[src/hdl/xbar_settings.svh]
`ifndef XBAR_SETTINGS_SVH
`define XBAR_SETTINGS_SVH

// Number of requester ports on the crossbar.
`define XBAR_NUM_REQ 2
// Number of memory targets behind the crossbar.
`define XBAR_NUM_TGT 2
// Address width in bits. The top bit picks the target.
`define XBAR_ADDR_W 8
// Data width in bits for both read and write data.
`define XBAR_DATA_W 16
// Outstanding transactions allowed per requester before it is stalled.
`define XBAR_MAX_PEND 4

`endif

[src/hdl/xbar_pkg.sv]
`include "xbar_settings.svh"

package xbar_pkg;

  // Index of a requester port.
  // It is carried with every request and echoed back by the target,
  // so the crossbar can route the response home without any tracking state.
  typedef logic [((`XBAR_NUM_REQ > 1) ? $clog2(`XBAR_NUM_REQ) : 1)-1:0] src_t;

  // Request payload.
  // The top address bit is the target select, the remaining bits are the
  // word address inside the target.
  typedef struct packed {
    logic [`XBAR_ADDR_W-1:0] addr;
    logic [`XBAR_DATA_W-1:0] wdata;
    // High for a write, low for a read.
    logic                    we;
    src_t                    src;
  } xbar_req_t;

  // Response payload.
  // The target always returns the word that was stored before the access,
  // for a write as well as for a read.
  typedef struct packed {
    logic [`XBAR_DATA_W-1:0] rdata;
    // Copy of the src field of the request this response belongs to.
    src_t                    src;
  } xbar_rsp_t;

endpackage

[src/hdl/port_isolate.sv]
`timescale 1ns/1ns

`include "xbar_settings.svh"

module port_isolate (
  input  logic                clk_i,
  input  logic                rst_i,
  input  logic                isolate_i,
  output logic                isolated_o,
  // Upstream side, facing the requester.
  input  logic                slv_req_valid_i,
  input  xbar_pkg::xbar_req_t slv_req_i,
  output logic                slv_req_ready_o,
  output logic                slv_rsp_valid_o,
  output xbar_pkg::xbar_rsp_t slv_rsp_o,
  input  logic                slv_rsp_ready_i,
  // Downstream side, facing the crossbar core.
  output logic                mst_req_valid_o,
  output xbar_pkg::xbar_req_t mst_req_o,
  input  logic                mst_req_ready_i,
  input  logic                mst_rsp_valid_i,
  input  xbar_pkg::xbar_rsp_t mst_rsp_i,
  output logic                mst_rsp_ready_o
);

  // The counter has to hold every value from zero up to the pending limit.
  localparam int unsigned CntW = $clog2(`XBAR_MAX_PEND + 1);

  logic [CntW-1:0] pend_q;
  logic            pend_full;
  logic            block;
  logic            req_fire;
  logic            rsp_fire;

  // New requests are held off while isolating or when the port has too many in flight.
  // Both valid and ready are cut, so neither side can see a handshake.
  assign pend_full = (pend_q == CntW'(`XBAR_MAX_PEND));
  assign block     = isolate_i | pend_full;

  assign mst_req_valid_o = slv_req_valid_i & ~block;
  assign slv_req_ready_o = mst_req_ready_i & ~block;
  assign mst_req_o       = slv_req_i;

  // Responses are never blocked. Outstanding work must drain for the clear to finish.
  assign slv_rsp_valid_o = mst_rsp_valid_i;
  assign slv_rsp_o       = mst_rsp_i;
  assign mst_rsp_ready_o = slv_rsp_ready_i;

  assign req_fire = mst_req_valid_o & mst_req_ready_i;
  assign rsp_fire = mst_rsp_valid_i & slv_rsp_ready_i;

  // The port counts as isolated once nothing it issued is still in flight.
  assign isolated_o = isolate_i & (pend_q == '0);

  // Requests accepted minus responses delivered.
  always_ff @(posedge clk_i) begin
    if (rst_i) begin
      pend_q <= '0;
    end else if (req_fire && !rsp_fire) begin
      pend_q <= pend_q + 1'b1;
    end else if (!req_fire && rsp_fire) begin
      pend_q <= pend_q - 1'b1;
    end
  end

  // A response can only come back for a request that was accepted earlier.
  a_no_underflow : assert property (@(posedge clk_i) disable iff (rst_i)
    rsp_fire |-> (pend_q != '0));

  // The full stall must keep the count within the limit at all times.
  a_no_overflow : assert property (@(posedge clk_i) disable iff (rst_i)
    pend_q <= CntW'(`XBAR_MAX_PEND));

endmodule

[src/hdl/rr_arbiter.sv]
`timescale 1ns/1ns

module rr_arbiter #(
  parameter type         payload_t = logic,
  parameter int unsigned NumIn     = 2
) (
  input  logic                 clk_i,
  input  logic                 rst_i,
  input  logic     [NumIn-1:0] valid_i,
  input  payload_t [NumIn-1:0] data_i,
  output logic     [NumIn-1:0] ready_o,
  output logic                 valid_o,
  output payload_t             data_o,
  input  logic                 ready_i
);

  localparam int unsigned IdxW = (NumIn > 1) ? $clog2(NumIn) : 1;

  logic [IdxW-1:0] ptr_q;
  logic [IdxW-1:0] free_idx;
  logic [IdxW-1:0] sel;
  logic [IdxW-1:0] sel_next;
  logic [IdxW-1:0] lock_idx_q;
  logic            lock_q;

  // Search for the first valid input at or after the pointer.
  // The loop walks from the far end back, so the nearest hit is written last.
  always_comb begin
    free_idx = ptr_q;
    for (int k = NumIn - 1; k >= 0; k--) begin
      if (valid_i[(int'(ptr_q) + k) % NumIn]) begin
        free_idx = IdxW'((int'(ptr_q) + k) % NumIn);
      end
    end
  end

  // A stalled grant stays put.
  // If the locked input withdraws its request the search result takes over again.
  assign sel     = (lock_q && valid_i[lock_idx_q]) ? lock_idx_q : free_idx;
  assign valid_o = valid_i[sel];
  assign data_o  = data_i[sel];

  always_comb begin
    ready_o      = '0;
    ready_o[sel] = ready_i & valid_o;
  end

  // Priority moves to the input just after the winner.
  assign sel_next = (sel == IdxW'(NumIn - 1)) ? '0 : sel + 1'b1;

  always_ff @(posedge clk_i) begin
    if (rst_i) begin
      ptr_q      <= '0;
      lock_q     <= 1'b0;
      lock_idx_q <= '0;
    end else begin
      lock_q     <= valid_o & ~ready_i;
      lock_idx_q <= sel;
      if (valid_o && ready_i) begin
        ptr_q <= sel_next;
      end
    end
  end

  a_ready_onehot : assert property (@(posedge clk_i) disable iff (rst_i)
    $onehot0(ready_o));

  // A stalled output keeps its payload until the transfer, unless it is withdrawn.
  a_stall_stable : assert property (@(posedge clk_i) disable iff (rst_i)
    (valid_o && !ready_i) |=> (!valid_o || $stable(data_o)));

endmodule

[src/hdl/xbar_core.sv]
`timescale 1ns/1ns

`include "xbar_settings.svh"

module xbar_core (
  input  logic                                    clk_i,
  input  logic                                    rst_i,
  // Requester side.
  input  logic                [`XBAR_NUM_REQ-1:0] req_valid_i,
  input  xbar_pkg::xbar_req_t [`XBAR_NUM_REQ-1:0] req_i,
  output logic                [`XBAR_NUM_REQ-1:0] req_ready_o,
  output logic                [`XBAR_NUM_REQ-1:0] rsp_valid_o,
  output xbar_pkg::xbar_rsp_t [`XBAR_NUM_REQ-1:0] rsp_o,
  input  logic                [`XBAR_NUM_REQ-1:0] rsp_ready_i,
  // Target side.
  output logic                [`XBAR_NUM_TGT-1:0] tgt_req_valid_o,
  output xbar_pkg::xbar_req_t [`XBAR_NUM_TGT-1:0] tgt_req_o,
  input  logic                [`XBAR_NUM_TGT-1:0] tgt_req_ready_i,
  input  logic                [`XBAR_NUM_TGT-1:0] tgt_rsp_valid_i,
  input  xbar_pkg::xbar_rsp_t [`XBAR_NUM_TGT-1:0] tgt_rsp_i,
  output logic                [`XBAR_NUM_TGT-1:0] tgt_rsp_ready_o
);

  import xbar_pkg::*;

  // Target picked by each requester, taken from the top address bit.
  logic [`XBAR_NUM_REQ-1:0] req_tgt;

  // Request arbiters, indexed by target first and requester second.
  logic [`XBAR_NUM_TGT-1:0][`XBAR_NUM_REQ-1:0] req_arb_valid;
  logic [`XBAR_NUM_TGT-1:0][`XBAR_NUM_REQ-1:0] req_arb_ready;

  // Response arbiters, indexed by requester first and target second.
  logic [`XBAR_NUM_REQ-1:0][`XBAR_NUM_TGT-1:0] rsp_arb_valid;
  logic [`XBAR_NUM_REQ-1:0][`XBAR_NUM_TGT-1:0] rsp_arb_ready;

  // Request decode.
  // Each requester raises valid only at the arbiter of its chosen target.
  // Its ready comes back from that same arbiter.
  always_comb begin
    for (int r = 0; r < `XBAR_NUM_REQ; r++) begin
      req_tgt[r] = req_i[r].addr[`XBAR_ADDR_W-1];
    end
    for (int t = 0; t < `XBAR_NUM_TGT; t++) begin
      for (int r = 0; r < `XBAR_NUM_REQ; r++) begin
        req_arb_valid[t][r] = req_valid_i[r] && (req_tgt[r] == 1'(t));
      end
    end
    for (int r = 0; r < `XBAR_NUM_REQ; r++) begin
      req_ready_o[r] = req_arb_ready[req_tgt[r]][r];
    end
  end

  // Response steering.
  // The echoed src field names the requester whose arbiter sees the response.
  always_comb begin
    for (int r = 0; r < `XBAR_NUM_REQ; r++) begin
      for (int t = 0; t < `XBAR_NUM_TGT; t++) begin
        rsp_arb_valid[r][t] = tgt_rsp_valid_i[t] && (tgt_rsp_i[t].src == src_t'(r));
      end
    end
    for (int t = 0; t < `XBAR_NUM_TGT; t++) begin
      tgt_rsp_ready_o[t] = rsp_arb_ready[tgt_rsp_i[t].src][t];
    end
  end

  // All request arbiters see every payload; the gated valids decide who competes.
  for (genvar t = 0; t < `XBAR_NUM_TGT; t++) begin : gen_req_arb
    rr_arbiter #(
      .payload_t (xbar_req_t),
      .NumIn     (`XBAR_NUM_REQ)
    ) i_req_arb (
      .clk_i   (clk_i),
      .rst_i   (rst_i),
      .valid_i (req_arb_valid[t]),
      .data_i  (req_i),
      .ready_o (req_arb_ready[t]),
      .valid_o (tgt_req_valid_o[t]),
      .data_o  (tgt_req_o[t]),
      .ready_i (tgt_req_ready_i[t])
    );

    // Every response must belong to a requester that exists.
    a_src_range : assert property (@(posedge clk_i) disable iff (rst_i)
      tgt_rsp_valid_i[t] |-> (int'(tgt_rsp_i[t].src) < `XBAR_NUM_REQ));
  end

  // Two targets can answer the same requester at once, so responses are arbitrated too.
  for (genvar r = 0; r < `XBAR_NUM_REQ; r++) begin : gen_rsp_arb
    rr_arbiter #(
      .payload_t (xbar_rsp_t),
      .NumIn     (`XBAR_NUM_TGT)
    ) i_rsp_arb (
      .clk_i   (clk_i),
      .rst_i   (rst_i),
      .valid_i (rsp_arb_valid[r]),
      .data_i  (tgt_rsp_i),
      .ready_o (rsp_arb_ready[r]),
      .valid_o (rsp_valid_o[r]),
      .data_o  (rsp_o[r]),
      .ready_i (rsp_ready_i[r])
    );
  end

endmodule

[src/hdl/xbar_clearable.sv]
`timescale 1ns/1ns

`include "xbar_settings.svh"

module xbar_clearable (
  input  logic                                    clk_i,
  input  logic                                    rst_i,
  input  logic                                    clr_i,
  output logic                                    clr_ack_o,
  input  logic                [`XBAR_NUM_REQ-1:0] req_valid_i,
  input  xbar_pkg::xbar_req_t [`XBAR_NUM_REQ-1:0] req_i,
  output logic                [`XBAR_NUM_REQ-1:0] req_ready_o,
  output logic                [`XBAR_NUM_REQ-1:0] rsp_valid_o,
  output xbar_pkg::xbar_rsp_t [`XBAR_NUM_REQ-1:0] rsp_o,
  input  logic                [`XBAR_NUM_REQ-1:0] rsp_ready_i,
  output logic                [`XBAR_NUM_TGT-1:0] tgt_req_valid_o,
  output xbar_pkg::xbar_req_t [`XBAR_NUM_TGT-1:0] tgt_req_o,
  input  logic                [`XBAR_NUM_TGT-1:0] tgt_req_ready_i,
  input  logic                [`XBAR_NUM_TGT-1:0] tgt_rsp_valid_i,
  input  xbar_pkg::xbar_rsp_t [`XBAR_NUM_TGT-1:0] tgt_rsp_i,
  output logic                [`XBAR_NUM_TGT-1:0] tgt_rsp_ready_o
);

  import xbar_pkg::*;

  logic                     isolate;
  logic [`XBAR_NUM_REQ-1:0] isolated;
  logic                     isolating_d;
  logic                     isolating_q;
  logic                     core_rst;

  // Requester channels between the isolate gates and the core.
  logic      [`XBAR_NUM_REQ-1:0] iso_req_valid;
  xbar_req_t [`XBAR_NUM_REQ-1:0] iso_req;
  logic      [`XBAR_NUM_REQ-1:0] iso_req_ready;
  logic      [`XBAR_NUM_REQ-1:0] iso_rsp_valid;
  xbar_rsp_t [`XBAR_NUM_REQ-1:0] iso_rsp;
  logic      [`XBAR_NUM_REQ-1:0] iso_rsp_ready;

  // Isolation starts with clr_i and is held by the flag until every port has drained.
  // A short clear pulse is therefore enough to finish the whole sequence.
  assign isolate     = clr_i | isolating_q;
  assign clr_ack_o   = &isolated;
  assign isolating_d = isolate & ~clr_ack_o;

  // The core is idle once acknowledged, so resetting it only restores arbiter priority.
  assign core_rst = rst_i | clr_ack_o;

  always_ff @(posedge clk_i) begin
    if (rst_i) begin
      isolating_q <= 1'b0;
    end else begin
      isolating_q <= isolating_d;
    end
  end

  for (genvar r = 0; r < `XBAR_NUM_REQ; r++) begin : gen_isolate
    port_isolate i_port_isolate (
      .clk_i           (clk_i),
      .rst_i           (rst_i),
      .isolate_i       (isolate),
      .isolated_o      (isolated[r]),
      .slv_req_valid_i (req_valid_i[r]),
      .slv_req_i       (req_i[r]),
      .slv_req_ready_o (req_ready_o[r]),
      .slv_rsp_valid_o (rsp_valid_o[r]),
      .slv_rsp_o       (rsp_o[r]),
      .slv_rsp_ready_i (rsp_ready_i[r]),
      .mst_req_valid_o (iso_req_valid[r]),
      .mst_req_o       (iso_req[r]),
      .mst_req_ready_i (iso_req_ready[r]),
      .mst_rsp_valid_i (iso_rsp_valid[r]),
      .mst_rsp_i       (iso_rsp[r]),
      .mst_rsp_ready_o (iso_rsp_ready[r])
    );
  end

  xbar_core i_xbar_core (
    .clk_i           (clk_i),
    .rst_i           (core_rst),
    .req_valid_i     (iso_req_valid),
    .req_i           (iso_req),
    .req_ready_o     (iso_req_ready),
    .rsp_valid_o     (iso_rsp_valid),
    .rsp_o           (iso_rsp),
    .rsp_ready_i     (iso_rsp_ready),
    .tgt_req_valid_o (tgt_req_valid_o),
    .tgt_req_o       (tgt_req_o),
    .tgt_req_ready_i (tgt_req_ready_i),
    .tgt_rsp_valid_i (tgt_rsp_valid_i),
    .tgt_rsp_i       (tgt_rsp_i),
    .tgt_rsp_ready_o (tgt_rsp_ready_o)
  );

endmodule

[config.mk]
export PLATFORM = sky130hd
export DESIGN_NAME = xbar_clearable
export DESIGN_NICKNAME = d
export VERILOG_FILES = /design/src/hdl/xbar_pkg.sv /design/src/hdl/port_isolate.sv /design/src/hdl/rr_arbiter.sv /design/src/hdl/xbar_core.sv /design/src/hdl/xbar_clearable.sv
export VERILOG_INCLUDE_DIRS = /design/src /design/src/hdl
export SDC_FILE = /design/constraint.sdc
export NUM_CORES = 1
export LEC_CHECK = 0
export BUFFER_PORTS_ARGS = -buffer_cell sky130_fd_sc_hd__buf_2
export CORE_MARGIN = 4
export CORE_UTILIZATION = 25
export DETAILED_ROUTE_END_ITERATION = 10
export PLACE_DENSITY_LB_ADDON = 0.08
export SETUP_SLACK_MARGIN = 0.5
export SKIP_LAST_GASP = 1
export SLEW_MARGIN = 20
export SYNTH_ARGS = -nofsm -noshare
export SYNTH_HDL_FRONTEND = slang
export SYNTH_SLANG_ARGS = --single-unit
[constraint.sdc]
create_clock -name clk_i -period 6.9 [get_ports clk_i]
set_clock_uncertainty 0.05 [all_clocks]
set_input_delay 0.69 -clock clk_i [delete_from_list [all_inputs] [get_ports clk_i]]
set_output_delay 0.69 -clock clk_i [all_outputs]
set_load 0.02 [all_outputs]
# Word-level counts from Yosys, hierarchy flattened
# Index checks and enable logic that the tools add are counted.
# op_classes
addsub	12
magnitude_cmp	24
n_eq_ne	2
n_mux	76
bitwise_logic	36
reduce_logical	33
# ops
cell	n
two-way mux 26 bit	4
two-way mux 17 bit	4
two-way mux 1 bit	56
less-than comparator 1 x 2 -> 1 bit (second input constant)	20
logical AND 1 bit	24
bitwise AND 1 bit	17
two-way mux 3 bit	4
inverter 1 bit	11
adder 1 bit (second input constant)	8
bitwise AND 2 bit	4
two-way mux 2 bit	4
adder 3 x 1 -> 3 bit (second input constant)	2
equality test 3 bit (second input constant)	2
logical NOT 3 bit	2
subtractor 3 x 1 -> 3 bit (second input constant)	2
demux 1 bit (select 1 bit)	4
>= comparator 1 bit (second input constant)	4
logical NOT 1 bit	4
OR 1 bit	4
nonzero test 2 bit	2
AND reduction 2 bit	1
# word_totals
register_bits	19
input_bits	97
out_inout_bits	95
word_cells	198

# Longest topological paths before layout
# Gate-level depths: netlist (run 1).
# logic_depth
depth_word	22
depth_mapped	13
depth_no_buf	10

# Cells and area by module
# A second synthesis (run 1) with hierarchy kept.
# hier_totals
cells_unflattened	317
area_unflattened_um2	3170.5
# modules_own_cells
module	n_inst	cells_per_inst	area_per_inst_um2	seq_area_each_um2
rr_arbiter (i_xbar_core.gen_req_arb[0].i_req_arb ...)	2	46	568.0	60.1
port_isolate	2	68	529.3	60.1
rr_arbiter (i_xbar_core.gen_rsp_arb[0].i_rsp_arb ...)	2	36	397.9	60.1
xbar_core	1	12	123.9	0.0
xbar_clearable	1	5	56.3	20.0

# Least setup slack after synthesis (run 1)
# OpenSTA, ideal clock, no wires.
# synth_path
kind	in2reg
startpoint	input req_i[51] in the netlist's numbering
endpoint	register gen_isolate[0].i_port_isolate.pend_q[2]
setup_ns	0.070
t_arrival_ns	3.209
t_required_ns	6.780
path_slack_ns	3.571
path_stages	10
n_path_buf	0
cell_sequence	or4b_4 -> or2_2 -> a211o_1 -> o22ai_1 -> ha_1 -> inv_1 -> fa_1 -> xor2_1 -> or3_1 -> a21oi_1
# synth_via
elab_chain_len	18
word_cells_on_any_way	49
cone_classes	order compare (4); mux (29); bitwise (6); reduce/logical (10)
# synth_rtl
item	line	rtl
start: declaration	xbar_clearable.sv:11	input xbar_pkg::xbar_req_t [`XBAR_NUM_REQ-1:0] req_i,
inverter 1 bit	xbar_core.sv:46	req_arb_valid[t][r] = req_valid_i[r] && (req_tgt[r] == 1'(t));
logical AND 1 bit	xbar_core.sv:46	
two-way mux 1 bit (not written as such) (2 in series)	rr_arbiter.sv:31	if (valid_i[(int'(ptr_q) + k) % NumIn]) begin
two-way mux 1 bit (2 in series)	rr_arbiter.sv:31	
two-way mux 1 bit	rr_arbiter.sv:39	assign sel = (lock_q && valid_i[lock_idx_q]) ? lock_idx_q : free_idx;
less-than comparator 1 x 2 -> 1 bit (not written as such) or >= comparator 1 bit (tied branches)	rr_arbiter.sv:45	ready_o[sel] = ready_i & valid_o;
logical AND 1 bit (not written as such)	rr_arbiter.sv:45	
two-way mux 1 bit (not written as such)	rr_arbiter.sv:45	
demux 1 bit (select 1 bit)	rr_arbiter.sv:45	
bitwise AND 2 bit (no line)	--	
two-way mux 1 bit (not written as such) (*) (2 in series)	xbar_core.sv:50	req_ready_o[r] = req_arb_ready[req_tgt[r]][r];
bitwise AND 1 bit (*)	port_isolate.sv:49	assign req_fire = mst_req_valid_o & mst_req_ready_i;
logical NOT 1 bit	port_isolate.sv:61	end else if (!req_fire && rsp_fire) begin
logical AND 1 bit	port_isolate.sv:61	
nonzero test 2 bit (no line)	--	
end signal: assignment	port_isolate.sv:60	pend_q <= pend_q + 1'b1;
end signal: assignment	port_isolate.sv:62	pend_q <= pend_q - 1'b1;
end: declaration	port_isolate.sv:29	logic [CntW-1:0] pend_q;
# Mark *: on every way between the ends. The rest lies on a longest branch, timed or not. The select of a mux whose other input is x is not followed.
# A chain may end at the register's enable or synchronous reset.

==> reports/qor.txt, run 1 <==
status: completed
Seq/Total Area, Yosys: 16.6%
first-pass GRT wire length: 12.8 mm
Clock Pin Slew Worst Setup and Hold Paths: 70 ps
Post-Route WL: 7.79 mm
max frequency: 271 MHz
ratio of final minimum period to clock period: 53.5%
commonest non-fill, non-tap cell in the layout: buf_2
cts repair resizes: 0
Flop pwr share: 23.4%
nets: 506
initial core utilization: 25.9%
ys flop type: dfxtp_1
Vias/cell: 4.80
mapped cell area: 2280 um^2
Mapped Avg Cell Area: 10.1 um^2
Synth-to-Final Area Change: 42.9%
Hold Crit Class: flip-flop to flip-flop
RSZ-0062 raised after global routing: no
crit path from: req_i[51]
synth unique cells: 56
Critical Path Slowest Stage Cell: o221a_2
switch share: 43.8%
WP depth: 6
Logic pwr share: 62.6%
number of global-route vias before repair: 2466
pin count of the biggest net entering global routing: 30
Pleak: 1.61 nW
R2R setup slack: 3670 ps
crit path capture type: output pin
layout cells sized above 1: 72.3%
area of the die: 10700 um^2
Worst Tran Pin Value: 880 ps
Post-Syn Instances: 227
R2R cell count: 10
Ports: 192
CP Cell Sequence: buf_2 > or4b_4 > nor3_2 > o221a_2 > mux2_2 > buf_2
WL per Instance: 15.2 um
critical path peak fanout: 27
Slew HR: 41.3%
Finished Cell Area: 3270 um^2
Final TNS setup: 0 ps
Root Buffer: clkbuf_8
most frequent cells in the layout: 191 x buf_2, 67 x mux2_2, 19 x dfxtp_1
Max Buffers Root-to-Sink: 2
FILL cells: 937
R2R Path Start: gen_isolate[0].i_port_isolate.pend_q[0]
DRT Pass-1 Iters: 4
Post-synth EDFFs: 0
# DRC: 0
Reg area: 380 um^2
CTS tree: done
WP data required: 6160 ps
placed inst area: 3220 um^2
Post-CTS Hold Fix Bufs: 0
Tmin final: 3690 ps
area taken by multi-input logic gates: 1730 um^2
DP Wirelength: 6.60 mm
CP bufs+invs: 2
PwrDens: 174 nW/um^2
PortBufs: 191
Critical Path End: tgt_req_o[18]
final hold violations: 0
Setup Fix Bufs, Post-CTS: 0
Yosys reg bits: 19
Die Ht: 104 um
Total GRT Usage: 14.2%
via count: 2458
clock network power share: 13.9%
gr ovfl total: 0
maximum resistive drop on vdd: 0.0659 mV
kind of critical path: input port to output pin
fraction of registers with async set/reset: 0%
CTS buffer count: 3
# rows: 34
Startpoint Class: input port
Top delay family on crit path: compound AO/OA/AOI/OAI gates
initial antenna violation count: 0
Worst path max stage delay: 800 ps
Routed Antenna Nets: 0
cell internal pwr: 320 uW
most frequent CP cell: buf_2
Worst EP arrival: 2950 ps
Ys Warns: 0
core area: 8810 um^2
Clk Latency, worst-skew pair: 260 ps
# setup viols final: 0
H-tree Lvls: 1
initial detailed-routing violation count: 92
FF-to-FF End: gen_isolate[0].i_port_isolate.pend_q[2]
Syn Nets: 328
gpl congestion: 0.754
n_diodes: 0
Die W: 104 um
TritonCTS Sinks: 19
Max Cap Viol: 0
switching power total: 249 uW
Slew Limit Fails: 0
==> routing by layer <==
| metal | share of wire, % | wire length [um] | global-route usage (%) | up-vias |
|---|---|---|---|---|
| met5 | 0 | 0 | 0 | - |
| met4 | 2.0 | 157 | 3.80 | 0 |
| met3 | 7.3 | 571 | 3.23 | 11 |
| met2 | 50 | 3860 | 25.3 | 116 |
| met1 | 41 | 3200 | 17.1 | 1129 |
| li1 | - | - | - | 1202 |
==> kinds of logic (layout without fill, tap and decap cells) <==
family | Yosys count | count (layout) | share of synthesized area (%)
xor+xnor | 4 | 4 | 1.53
compound gates | 35 | 35 | 11.3
simple gates | 53 | 53 | 13.6
buf+inv | 24 | 201 | 7.83
fa+ha+maj | 4 | 4 | 2.85
flops | 19 | 19 | 16.6
mux | 88 | 88 | 46.2
==> sequential cells by signal, indices dropped and copies added (netlist names) <==
signal	count
gen_isolate.i_port_isolate.pend_q	6
i_xbar_core.gen_req_arb.i_req_arb.lock_idx_q	2
i_xbar_core.gen_req_arb.i_req_arb.lock_q	2
i_xbar_core.gen_req_arb.i_req_arb.ptr_q	2
i_xbar_core.gen_rsp_arb.i_rsp_arb.lock_idx_q	2
i_xbar_core.gen_rsp_arb.i_rsp_arb.lock_q	2
i_xbar_core.gen_rsp_arb.i_rsp_arb.ptr_q	2
isolating_q	1
==> worst reg2reg max path: stages (launching register included) <==
cell     delay, ps
dfxtp_1        350
or3b_1         480
nand3_1        220
o221a_2        810
o22ai_1        200
ha_1           260
inv_1           80
fa_1           180
xor2_1          70
or3_1          300
a21oi_1        150
==> worst min path at each step <==
stage | start | endpoint | slack [ps] | cells after the start
6_report | i_xbar_core.gen_rsp_arb[1].i_rsp_arb.ptr_q | i_xbar_core.gen_rsp_arb[1].i_rsp_arb.ptr_q | 430 | 2
5_1_grt | i_xbar_core.gen_rsp_arb[1].i_rsp_arb.ptr_q | i_xbar_core.gen_rsp_arb[1].i_rsp_arb.ptr_q | 460 | 2
4_1_cts | i_xbar_core.gen_rsp_arb[1].i_rsp_arb.ptr_q | i_xbar_core.gen_rsp_arb[1].i_rsp_arb.ptr_q | 440 | 2
3_5_place_dp | i_xbar_core.gen_rsp_arb[1].i_rsp_arb.ptr_q | i_xbar_core.gen_rsp_arb[1].i_rsp_arb.ptr_q | 430 | 2
3_3_place_gp | i_xbar_core.gen_rsp_arb[1].i_rsp_arb.ptr_q | i_xbar_core.gen_rsp_arb[1].i_rsp_arb.ptr_q | 410 | 2
2_1_floorplan | i_xbar_core.gen_rsp_arb[1].i_rsp_arb.ptr_q | i_xbar_core.gen_rsp_arb[1].i_rsp_arb.ptr_q | 400 | 2
==> layout make-up <==
| class | count | share of cell area, % |
|---|---|---|
| multi-input cells | 184 | 52.8 |
| repair buffers | 191 | 29.3 |
| flip-flops and latches | 19 | 11.6 |
| well taps | 108 | 4.14 |
| clock buffers | 3 | 1.26 |
| inverters | 6 | 0.690 |
| clock inverters | 1 | 0.153 |
==> cell usage after synthesis (2+ instances only) <==
master	n	area (um^2)
xor2_1	4	35.0
nor2_2	2	12.5
buf_2	3	15.0
nand4_1	2	12.5
o221a_2	2	22.5
fa_1	2	40.0
buf_6	2	22.5
o22ai_1	2	12.5
or3_1	2	12.5
a21oi_1	6	30.0
nand2_1	9	33.8
dfxtp_1	19	380
nand2b_1	3	18.8
a31oi_1	2	12.5
nor3b_1	3	22.5
and3_1	2	12.5
buf_4	7	52.6
mux2_2	67	754
clkbuf_1	3	11.3
a211o_1	2	17.5
and2_1	3	18.8
mux2i_1	2	20.0
mux2_4	18	270
o21ai_0	6	30.0
ha_1	2	25.0
buf_12	2	40.0
o211ai_1	2	15.0
nor2_1	11	41.3
nor2b_1	3	18.8
nand3_1	3	15.0
inv_1	6	22.5
==> per-stage QoR <==
stage / cells / power [mW] / setup WS, ps / utilization, % / hold WS (ps)
floorplan: 227 / 0.393 / 3570 / - / 400
global placement: 508 / 0.496 / 3180 / 36.6 / 411
detailed placement: 508 / 0.496 / 3130 / 36.6 / 426
CTS: 512 / 0.578 / 3190 / 37.1 / 436
global route: 512 / 0.612 / 3090 / 37.1 / 461
finish: 512 / 0.569 / 3210 / 37.1 / 428
==> power groups by stage <==
| stage | clock [mW] | combinational (mW) | sequential, mW |
|---|---|---|---|
| 2_1_floorplan | 0 | 0.260 | 0.133 |
| 3_3_place_gp | 0 | 0.360 | 0.136 |
| 3_5_place_dp | 0 | 0.360 | 0.136 |
| 4_1_cts | 0.0831 | 0.362 | 0.133 |
| 5_1_grt | 0.0887 | 0.388 | 0.136 |
| 6_report | 0.0794 | 0.356 | 0.133 |
Power figures use the tool's default switching activity.
==> run 2, diff against run 1 <==
==> constraint.sdc (replaced) <==
create_clock -name clk_i -period 3.8 [get_ports clk_i]
set_clock_uncertainty 0.05 [all_clocks]
set_input_delay 0.38 -clock clk_i [delete_from_list [all_inputs] [get_ports clk_i]]
set_output_delay 0.38 -clock clk_i [all_outputs]
set_load 0.02 [all_outputs]
==> reports/qor.txt, run 2 (synthesis gave the netlist of run 1 again) <==
Logic pwr share: 62.5%
Worst path max stage delay: 530 ps
Vias/cell: 4.77
PortBufs: 191
WL per Instance: 15.0 um
gpl congestion: 0.757
Worst Tran Pin Value: 850 ps
initial core utilization: 25.9%
clock network power share: 14.2%
min-delay src: rsp_ready_i[1]
Clk Latency, worst-skew pair: 260 ps
layout cells sized above 1: 72.4%
Slew HR: 43.4%
# DRC: 0
gr ovfl total: 0
Min-Delay Endpoint: i_xbar_core.gen_rsp_arb[1].i_rsp_arb.lock_q
# setup viols final: 0
maximum resistive drop on vdd: 0.157 mV
Setup Fix Bufs, Post-CTS: 0
Ports: 192
Critical Path Slowest Stage Cell: or4b_4
FF-to-FF End: gen_isolate[0].i_port_isolate.pend_q[2]
cell internal pwr: 583 uW
nets: 508
Max Buffers Root-to-Sink: 2
cts repair resizes: 0
Hold Crit Class: input port to flip-flop
commonest non-fill, non-tap cell in the layout: buf_2
Flop pwr share: 23.3%
max frequency: 323 MHz
CTS tree: done
max FFs per register: 6
first-pass GRT wire length: 12.2 mm
worst hold stages: 2
Max Cap Viol: 0
R2R cell count: 10
Final TNS setup: 0 ps
WP data required: 3950 ps
via count: 2454
PwrDens: 317 nW/um^2
final hold violations: 0
status: completed
number of global-route vias before repair: 2323
DP Wirelength: 6.53 mm
CP bufs+invs: 1
dpl ws: 516 ps
DRT Pass-1 Iters: 4
switching power total: 456 uW
Total GRT Usage: 13.4%
Tmin final: 3100 ps
fin worst setup slack: 702 ps
R2R setup slack: 700 ps
most frequent cells in the layout: 191 x buf_2, 67 x mux2_2, 19 x dfxtp_1
Pleak: 1.62 nW
core area: 8810 um^2
Top delay family on crit path: simple AND/OR/NAND/NOR gates
Clock Pin Slew Worst Setup and Hold Paths: 80 ps
pin count of the biggest net entering global routing: 29
ratio of final minimum period to clock period: 81.5%
# rows: 34
crit path capture type: flip-flop
Die Ht: 104 um
Root Buffer: clkbuf_8
CTS buffer count: 3
switch share: 43.9%
TritonCTS Sinks: 19
n_diodes: 0
Worst EP arrival: 3240 ps
CP Cell Sequence: or4b_4 > or2_2 > a211o_1 > o22ai_1 > ha_1 > inv_1 > fa_1 > xor2_1 > or3_1 > a21oi_1
FILL cells: 940
critical path peak fanout: 3
area of the die: 10700 um^2
Die W: 104 um
Post-CTS Hold Fix Bufs: 0
H-tree Lvls: 1
Synth-to-Final Area Change: 43.6%
RSZ-0062 raised after global routing: no
Startpoint Class: flip-flop
kind of critical path: flip-flop to flip-flop
Biggest register: gen_isolate.i_port_isolate.pend_q
R2R Path Start: isolating_q
Post-Route WL: 7.73 mm
initial detailed-routing violation count: 116
initial antenna violation count: 0
Routed Antenna Nets: 0
Slew Limit Fails: 0
## run 2: worst max path at each step
stage | cells past startpoint | endpoint | startpoint | slack, ps
after floorplan | 10 | gen_isolate[0].i_port_isolate.pend_q[2] | req_i[51] | 780
final | 10 | gen_isolate[0].i_port_isolate.pend_q[2] | isolating_q | 700
after detailed placement | 11 | gen_isolate[0].i_port_isolate.pend_q[2] | req_i[51] | 520
after global routing | 10 | gen_isolate[0].i_port_isolate.pend_q[2] | isolating_q | 580
after global placement | 11 | gen_isolate[0].i_port_isolate.pend_q[2] | req_i[51] | 560
after CTS | 10 | gen_isolate[0].i_port_isolate.pend_q[2] | isolating_q | 720
## run 2: metal layers
metal | wire [um] | part of all wire [%] | up-vias | global-route usage [%]
li1 | - | - | 1201 | -
met1 | 3300 | 43 | 1129 | 16.6
met2 | 3880 | 50 | 119 | 24.3
met3 | 503 | 6.5 | 5 | 2.61
met4 | 46 | 0.60 | 0 | 2.47
met5 | 0 | 0 | - | 0
## run 2: power groups by stage
stage | clock (mW) | sequential, mW | combinational (mW)
final | 0.147 | 0.243 | 0.649
after global routing | 0.158 | 0.247 | 0.703
after CTS | 0.151 | 0.242 | 0.659
after detailed placement | 0 | 0.247 | 0.656
after global placement | 0 | 0.248 | 0.657
after floorplan | 0 | 0.242 | 0.472
## run 2: worst register-to-register path, cell delays in order, from the launching register on
cell     delay, ps
dfxtp_1        330
or4b_4         530
or2_2          320
a211o_1        320
o22ai_1        180
ha_1           200
inv_1           70
fa_1           430
xor2_1         150
or3_1          300
a21oi_1        140
## run 2: layout make-up
cell class | count | area, um^2 | share of cell area [%]
Clock buffer | 3 | 41.3 | 1.26
Clock inverter | 1 | 5.00 | 0.153
Inverter | 6 | 22.5 | 0.686
Multi-Input combinational cell | 184 | 1730 | 52.6
Sequential cell | 19 | 380 | 11.6
Tap cell | 108 | 135 | 4.12
Timing Repair Buffer | 193 | 971 | 29.6
## run 2: stage by stage
step	std cells	area [um^2]	hold WS [ps]	total power, mW	util (%)
final	514	3280	253	1.04	37.3
after global routing	514	3280	262	1.11	37.3
after CTS	514	3280	253	1.05	37.3
after detailed placement	510	3230	417	0.903	36.7
after global placement	510	3230	412	0.904	36.7
after floorplan	227	2280	400	0.714	-
